File: config.mk
export PLATFORM = sky130hd
export DESIGN_NAME = seg_top
export DESIGN_NICKNAME = d
export VERILOG_FILES = /design/src/seg_pkg.sv /design/src/hex_decoder.sv /design/src/seg_ctrl.sv /design/src/seg_top.sv
export VERILOG_INCLUDE_DIRS = /design/src
export SDC_FILE = /design/constraint.sdc
export NUM_CORES = 1
export LEC_CHECK = 0
export BUFFER_PORTS_ARGS = -buffer_cell sky130_fd_sc_hd__buf_2
export CAP_MARGIN = 20
export CORE_ASPECT_RATIO = 2
export CORE_MARGIN = 2
export CORE_UTILIZATION = 40
export CTS_CLUSTER_SIZE = 12
export DETAILED_ROUTE_END_ITERATION = 8
export HOLD_SLACK_MARGIN = 0.05
export PLACE_DENSITY_LB_ADDON = 0.15
export RECOVER_POWER = 50
export SYNTH_ARGS = -nofsm -noshare
export SYNTH_HDL_FRONTEND = slang
export SYNTH_SLANG_ARGS = --single-unit
File: constraint.sdc
create_clock -name clk_i -period 2.9 [get_ports clk_i]
set_input_delay 0.145 -clock clk_i [delete_from_list [all_inputs] [get_ports clk_i]]
set_output_delay 0.145 -clock clk_i [all_outputs]
set_load 0.01 [all_outputs]
File: src/seg_cfg.svh
`ifndef SEG_CFG_SVH
`define SEG_CFG_SVH

// Number of seven-segment digits on the board
`define SEG_DIGITS 8

// Segments per digit without the decimal point
`define SEG_WIDTH 7

// Slide switches read back through the switch window
`define SEG_SW_WIDTH 10

// The low nibble of a digit code is the hex value and the top bit blanks it
`define SEG_CODE_WIDTH 5

// Wishbone classic bus widths
`define SEG_ADR_WIDTH 32
`define SEG_DAT_WIDTH 32

`endif

File: src/seg_pkg.sv
`default_nettype none

`include "seg_cfg.svh"

package seg_pkg;

  // Code held per digit where bit 4 set means the digit is dark
  typedef logic [`SEG_CODE_WIDTH-1:0] digit_code_t;

  // Bit 0 is segment a up to bit 6 for segment g, a one lights the segment
  typedef logic [`SEG_WIDTH-1:0] seg_pattern_t;

  // Slave cycle state with one wait state before the acknowledge
  typedef enum logic
  {
    ST_IDLE,
    ST_ACK
  } bus_state_e;

endpackage

`default_nettype wire

File: src/hex_decoder.sv
`timescale 1ns/10ps
`default_nettype none

`include "seg_cfg.svh"

module hex_decoder (
  input  seg_pkg::digit_code_t  code_i,
  output seg_pkg::seg_pattern_t seg_o
);
  import seg_pkg::*;

  // One mask per segment so the table below reads like the datasheet
  localparam seg_pattern_t SEG_A = seg_pattern_t'(7'b0000001);
  localparam seg_pattern_t SEG_B = seg_pattern_t'(7'b0000010);
  localparam seg_pattern_t SEG_C = seg_pattern_t'(7'b0000100);
  localparam seg_pattern_t SEG_D = seg_pattern_t'(7'b0001000);
  localparam seg_pattern_t SEG_E = seg_pattern_t'(7'b0010000);
  localparam seg_pattern_t SEG_F = seg_pattern_t'(7'b0100000);
  localparam seg_pattern_t SEG_G = seg_pattern_t'(7'b1000000);

  localparam int BLANK_BIT = `SEG_CODE_WIDTH - 1;

  logic [3:0] hex_val;
  logic       blank;

  assign hex_val = code_i[3:0];
  assign blank   = code_i[BLANK_BIT];

  always_comb
  begin
    if (blank)
    begin
      seg_o = '0; // Whole digit dark
    end
    else
    begin
      case (hex_val)
        4'h0: seg_o = SEG_A | SEG_B | SEG_C | SEG_D | SEG_E | SEG_F;
        4'h1: seg_o = SEG_B | SEG_C;
        4'h2: seg_o = SEG_A | SEG_B | SEG_D | SEG_E | SEG_G;
        4'h3: seg_o = SEG_A | SEG_B | SEG_C | SEG_D | SEG_G;
        4'h4: seg_o = SEG_B | SEG_C | SEG_F | SEG_G;
        4'h5: seg_o = SEG_A | SEG_C | SEG_D | SEG_F | SEG_G;
        4'h6: seg_o = SEG_A | SEG_C | SEG_D | SEG_E | SEG_F | SEG_G;
        4'h7: seg_o = SEG_A | SEG_B | SEG_C;
        4'h8: seg_o = SEG_A | SEG_B | SEG_C | SEG_D | SEG_E | SEG_F | SEG_G;
        4'h9: seg_o = SEG_A | SEG_B | SEG_C | SEG_D | SEG_F | SEG_G;
        // Letters use the usual mixed case shapes with b and d in lower case
        4'hA: seg_o = SEG_A | SEG_B | SEG_C | SEG_E | SEG_F | SEG_G;
        4'hB: seg_o = SEG_C | SEG_D | SEG_E | SEG_F | SEG_G;
        4'hC: seg_o = SEG_A | SEG_D | SEG_E | SEG_F;
        4'hD: seg_o = SEG_B | SEG_C | SEG_D | SEG_E | SEG_G;
        4'hE: seg_o = SEG_A | SEG_D | SEG_E | SEG_F | SEG_G;
        4'hF: seg_o = SEG_A | SEG_E | SEG_F | SEG_G;
        default: seg_o = '0;
      endcase
    end
  end

endmodule

`default_nettype wire

File: src/seg_ctrl.sv
`timescale 1ns/10ps
`default_nettype none

`include "seg_cfg.svh"

module seg_ctrl (
  input  logic                      clk_i,
  input  logic                      rst_i,

  input  logic                      cyc_i,
  input  logic                      stb_i,
  input  logic                      we_i,
  input  logic [`SEG_ADR_WIDTH-1:0] adr_i,
  input  logic [`SEG_DAT_WIDTH-1:0] dat_i,
  output logic                      ack_o,
  output logic [`SEG_DAT_WIDTH-1:0] dat_o,

  input  logic [`SEG_SW_WIDTH-1:0]  sw_i,

  output seg_pkg::seg_pattern_t     seg_o [`SEG_DIGITS]
);
  import seg_pkg::*;

  // Word address with bits 1..0 ignored
  localparam int IDX_W   = $clog2(`SEG_DIGITS);
  localparam int IDX_LSB = 2;
  localparam int IDX_MSB = IDX_LSB + IDX_W - 1;
  localparam int WIN_BIT = IDX_MSB + 1; // High selects the switch window

  bus_state_e                state_q;
  bus_state_e                state_d;

  digit_code_t               digit_q [`SEG_DIGITS];
  digit_code_t               digit_d [`SEG_DIGITS];

  logic [`SEG_DAT_WIDTH-1:0] dat_q;
  logic [`SEG_DAT_WIDTH-1:0] dat_d;

  logic [`SEG_SW_WIDTH-1:0]  sw_meta_q;
  logic [`SEG_SW_WIDTH-1:0]  sw_sync_q;

  logic                      bus_req;
  logic                      sw_win;
  logic [IDX_W-1:0]          digit_sel;

  assign bus_req   = cyc_i && stb_i;
  assign sw_win    = adr_i[WIN_BIT];
  assign digit_sel = adr_i[IDX_MSB:IDX_LSB];

  // Acknowledge is the wait state itself, so it lasts exactly one cycle
  assign ack_o = (state_q == ST_ACK);
  assign dat_o = dat_q;

  // Switches come straight from the board pins
  always_ff @(posedge clk_i or posedge rst_i)
  begin
    if (rst_i)
    begin
      sw_meta_q <= '0;
      sw_sync_q <= '0;
    end
    else
    begin
      sw_meta_q <= sw_i;
      sw_sync_q <= sw_meta_q;
    end
  end

  always_ff @(posedge clk_i or posedge rst_i)
  begin
    if (rst_i)
    begin
      state_q <= ST_IDLE;
      dat_q   <= '0;
      for (int i = 0; i < `SEG_DIGITS; i++)
      begin
        digit_q[i] <= '0; // Every digit starts out showing 0
      end
    end
    else
    begin
      state_q <= state_d;
      dat_q   <= dat_d;
      for (int i = 0; i < `SEG_DIGITS; i++)
      begin
        digit_q[i] <= digit_d[i];
      end
    end
  end

  always_comb
  begin
    state_d = state_q;
    dat_d   = dat_q; // Read data holds until the next accepted read
    for (int i = 0; i < `SEG_DIGITS; i++)
    begin
      digit_d[i] = digit_q[i];
    end

    case (state_q)
      ST_IDLE:
      begin
        if (bus_req)
        begin
          if (sw_win)
          begin
            // Writes here are acknowledged and dropped
            if (!we_i)
            begin
              dat_d = '0;
              dat_d[`SEG_SW_WIDTH-1:0] = sw_sync_q;
            end
          end
          else if (we_i)
          begin
            digit_d[digit_sel] = dat_i[`SEG_CODE_WIDTH-1:0];
          end
          else
          begin
            dat_d = '0;
            dat_d[`SEG_CODE_WIDTH-1:0] = digit_q[digit_sel];
          end
          state_d = ST_ACK;
        end
      end

      // Strobe is not looked at here so a held strobe waits one cycle
      ST_ACK:
      begin
        state_d = ST_IDLE;
      end

      default:
      begin
        state_d = ST_IDLE;
      end
    endcase
  end

  // Decoders are combinational so a write shows up during the ack cycle
  for (genvar g = 0; g < `SEG_DIGITS; g++)
  begin : g_digit
    hex_decoder u_hex_decoder (
      .code_i (digit_q[g]),
      .seg_o  (seg_o[g])
    );
  end

endmodule

`default_nettype wire

File: src/seg_top.sv
`timescale 1ns/10ps
`default_nettype none

`include "seg_cfg.svh"

module seg_top (
  input  logic                      clk_i,
  input  logic                      rst_i,

  // Wishbone classic slave
  input  logic                      cyc_i,
  input  logic                      stb_i,
  input  logic                      we_i,
  input  logic [`SEG_ADR_WIDTH-1:0] adr_i,
  input  logic [`SEG_DAT_WIDTH-1:0] dat_i,
  output logic                      ack_o,
  output logic [`SEG_DAT_WIDTH-1:0] dat_o,

  // Board slide switches
  input  logic [`SEG_SW_WIDTH-1:0]  sw_i,

  // Digit 0 is the rightmost display on the board
  output seg_pkg::seg_pattern_t     digit0_o,
  output seg_pkg::seg_pattern_t     digit1_o,
  output seg_pkg::seg_pattern_t     digit2_o,
  output seg_pkg::seg_pattern_t     digit3_o,
  output seg_pkg::seg_pattern_t     digit4_o,
  output seg_pkg::seg_pattern_t     digit5_o,
  output seg_pkg::seg_pattern_t     digit6_o,
  output seg_pkg::seg_pattern_t     digit7_o
);
  import seg_pkg::*;

  seg_pattern_t digit_seg [`SEG_DIGITS];

  seg_ctrl u_seg_ctrl (
    .clk_i (clk_i),
    .rst_i (rst_i),
    .cyc_i (cyc_i),
    .stb_i (stb_i),
    .we_i  (we_i),
    .adr_i (adr_i),
    .dat_i (dat_i),
    .ack_o (ack_o),
    .dat_o (dat_o),
    .sw_i  (sw_i),
    .seg_o (digit_seg)
  );

  // Break the array out onto the named display pins
  assign digit0_o = digit_seg[0];
  assign digit1_o = digit_seg[1];
  assign digit2_o = digit_seg[2];
  assign digit3_o = digit_seg[3];
  assign digit4_o = digit_seg[4];
  assign digit5_o = digit_seg[5];
  assign digit6_o = digit_seg[6];
  assign digit7_o = digit_seg[7];

endmodule

`default_nettype wire

==> reports/results.txt <==
Via density -> 5.33
Fmax achieved -> 0.463 GHz
Crit. Startpoint -> u_seg_ctrl.digit_q[5]
Area Overhead vs Synth -> 14.9%
Port Buffers -> 90
largest net degree at the start of global routing -> 38
GRT Total Usage -> 17.0%
Leak -> 2.75 nW
hold slack -> 0.111 ns
final period utilization -> 74.5%
most frequent cell after synthesis -> dfrtp_1
worst endpoint required time -> 2.76 ns
Die Y -> 164 µm
EDFF count, synth -> 0
worst setup margin -> 0.739 ns
Worst Hold Class -> in2reg
post-route ant nets -> 0
Cell Rows -> 58
Worst Skew -> 0.00838 ns
post-synth top area share -> 34.6%
Crit. End Element -> output port
CP peak stage delay -> 0.50 ns
Seq/Total Area, Yosys -> 34.6%
synthesized area -> 5140 µm²
syn avg cell area -> 9.66 µm²
boundary pin count -> 168
RSZ-0062 raised after global routing -> false
setup bufs post-CTS -> 0
Final Max Slew Viols -> 0
Power Dens Cells -> 568 nW/µm²
Max IR drop VDD -> 488 µV
Post-DP HPWL -> 8700 µm
kind of critical path -> reg2out
vias in the first global route -> 4,012
Main synth FF type -> dfrtp_1
CTS root buf -> clkbuf_16
CTS resizes -> 0
die area -> 13,800 µm²
first-pass GRT wire length -> 18,900 µm
total negative setup slack -> 0 ns
Critical Path AT -> 2.02 ns
clock tree buffer depth -> 2
layout filler cell count -> 1,209
clock-pin slew on the worst setup and hold paths -> 0.05 ns
DRC viols -> 0
final setup fails -> 0
Hold Startpoint -> adr_i[5]
worst path cell trace -> inv_1 > ha_1 > inv_1 > mux4_2 > nor2_1 > buf_2
n_diodes -> 0
drt wl/cell -> 15.2 µm
Detailed Route WL -> 11,600 µm
Ys Warns -> 0
Post-synth ARST share -> 100%
synth top area cells -> dfrtp_1 35%, ha_1 12%, mux2_2 9.4%, mux2i_1 6.0%, a211oi_1 3.8%
Worst path slowest cell -> dfrtp_1
status -> finished clean
total number of vias -> 4,065
worst rel slew slack -> 8.13%
Core ar. -> 12,600 µm²
Initial DRC Count -> 180
final hold violation count -> 0
Final Util -> 47.0%
share of cells above drive strength 1 -> 26.3%
TritonCTS clock tree -> yes
Worst setup SP type -> register
most used cell, CP -> inv_1
total gr overflow -> 0
initial antenna violation count -> 0
H-tree depth -> 3
Commonest cells post-synth -> 71 x dfrtp_1, 52 x nor2_1, 48 x ha_1
Worst Path Max Fanout -> 8
clock sinks -> 71
Final Critical Period -> 2.16 ns
post-route insts no fill -> 762
placed instance count -> 737
Setup Slack @ Placement -> 1.06 ns
GPL Wtd Cong -> 0.793
hold_buf cts -> 11
Die X -> 84.1 µm
number of distinct library cells after synthesis -> 34
Post-Syn Instances -> 532
nets@finish -> 736
clk_lat worst skew -> 0.33 ns
Least-Margin Pin Slew -> 1.38 ns
Pre-antenna DRT Iters -> 4
synthesis-stage register bit count -> 71
cell taking the most area after synthesis -> dfrtp_1
worst r2r src -> u_seg_ctrl.ack_o
Initial Util -> 40.9%
Num CTS Buffers -> 9
Max Cap Violations -> 0
==> cells in the final DEF, fill, tap and decap left out, drive strengths merged <==
master       synthesis  final
buf                 35     80
dfrtp               71     71
nor2                60     60
ha                  48     48
mux2                44     44
nand2               39     39
mux2i               31     31
inv                 27     27
a211oi              26     26
clkbuf              22     23
a21oi               22     22
conb                 1     22
o21ai               19     19
nor3                12     12
dlygate4sd3          0     11
nand2b              10     10
nor2b               10     10
a221oi              10     10
a311oi               9      9
nand3                7      7
or2                  6      6
o22ai                6      6
mux4                 5      5
a31o                 5      5
a21o                 2      2
a211o                2      2
clkinv               0      2
and4b                1      1
and3b                1      1
o211ai               1      1
==> cell families (layout without fill, tap and decap cells) <==
kind of cell    after synthesis  in the layout  synth area share [%]
compound gates              102            102                  13.4
fa+ha+maj                    48             48                  11.7
buf+inv                      84            143                  8.09
simple gates                146            146                  14.3
other cells                   1             22                0.0730
mux                          80             80                  17.9
flops                        71             71                  34.6
==> final timing paths <==
check | end | slack [ns] | cells after the start
setup reg to reg | u_seg_ctrl.dat_o[1] | 1.22 | 4
hold / removal | u_seg_ctrl.dat_o[5] | 0.11 | 3
max in group asynchronous | u_seg_ctrl.digit_q[22] | 1.31 | 4
hold reg to reg | u_seg_ctrl.sw_sync_q[8] | 0.34 | 0
setup / recovery | digit6_o[3] | 0.74 | 6
min in group asynchronous | u_seg_ctrl.dat_o[0] | 0.76 | 3
==> registers in the layout, indices dropped and copies added (netlist names) <==
register,flops
u_seg_ctrl.dat_o,10
u_seg_ctrl.digit_q,40
u_seg_ctrl.sw_sync_q,10
u_seg_ctrl.sw_meta_q,10
u_seg_ctrl.ack_o,1
==> layer usage <==
layer	wire, µm	GRT usage (%)	part of all wire [%]
met5	0	0	0
met2	6500	33.4	56
met1	4390	17.1	38
met3	450	3.22	3.9
met4	256	6.52	2.2
==> critical path: cells and delay by family (launching register included) <==
family | cells | cell delay [ns]
DFF | 1 | 0.50
muxes | 1 | 0.45
and+or+nand+nor | 1 | 0.11
adders and majority gates | 1 | 0.30
buffers and inverters | 3 | 0.34
==> where the power goes <==
part / total, mW / switching [mW] / internal, mW
combinational: 1.10 / 0.576 / 0.521
clock: 0.945 / 0.379 / 0.566
sequential: 1.31 / 0.218 / 1.09
==> layout make-up <==
| type | count | area, µm² | area share, % |
|---|---|---|---|
| Timing Repair Buffer | 102 | 567 | 9.60 |
| Clock inverter | 2 | 10.0 | 0.170 |
| Multi-Input combinational cell | 398 | 3020 | 51.2 |
| Clock buffer | 12 | 236 | 4.01 |
| Tap cell | 150 | 188 | 3.18 |
| Sequential cell | 71 | 1780 | 30.1 |
| Inverter | 27 | 101 | 1.72 |
==> metrics by stage <==
stage	power, mW	instance area [µm²]
after floorplan	2.06	5220
after global placement	2.41	5560
after detailed placement	2.44	5560
after CTS	3.40	5920
after global routing	3.57	5900
final	3.35	5900
No activity file was read; power rests on OpenSTA's default activity.
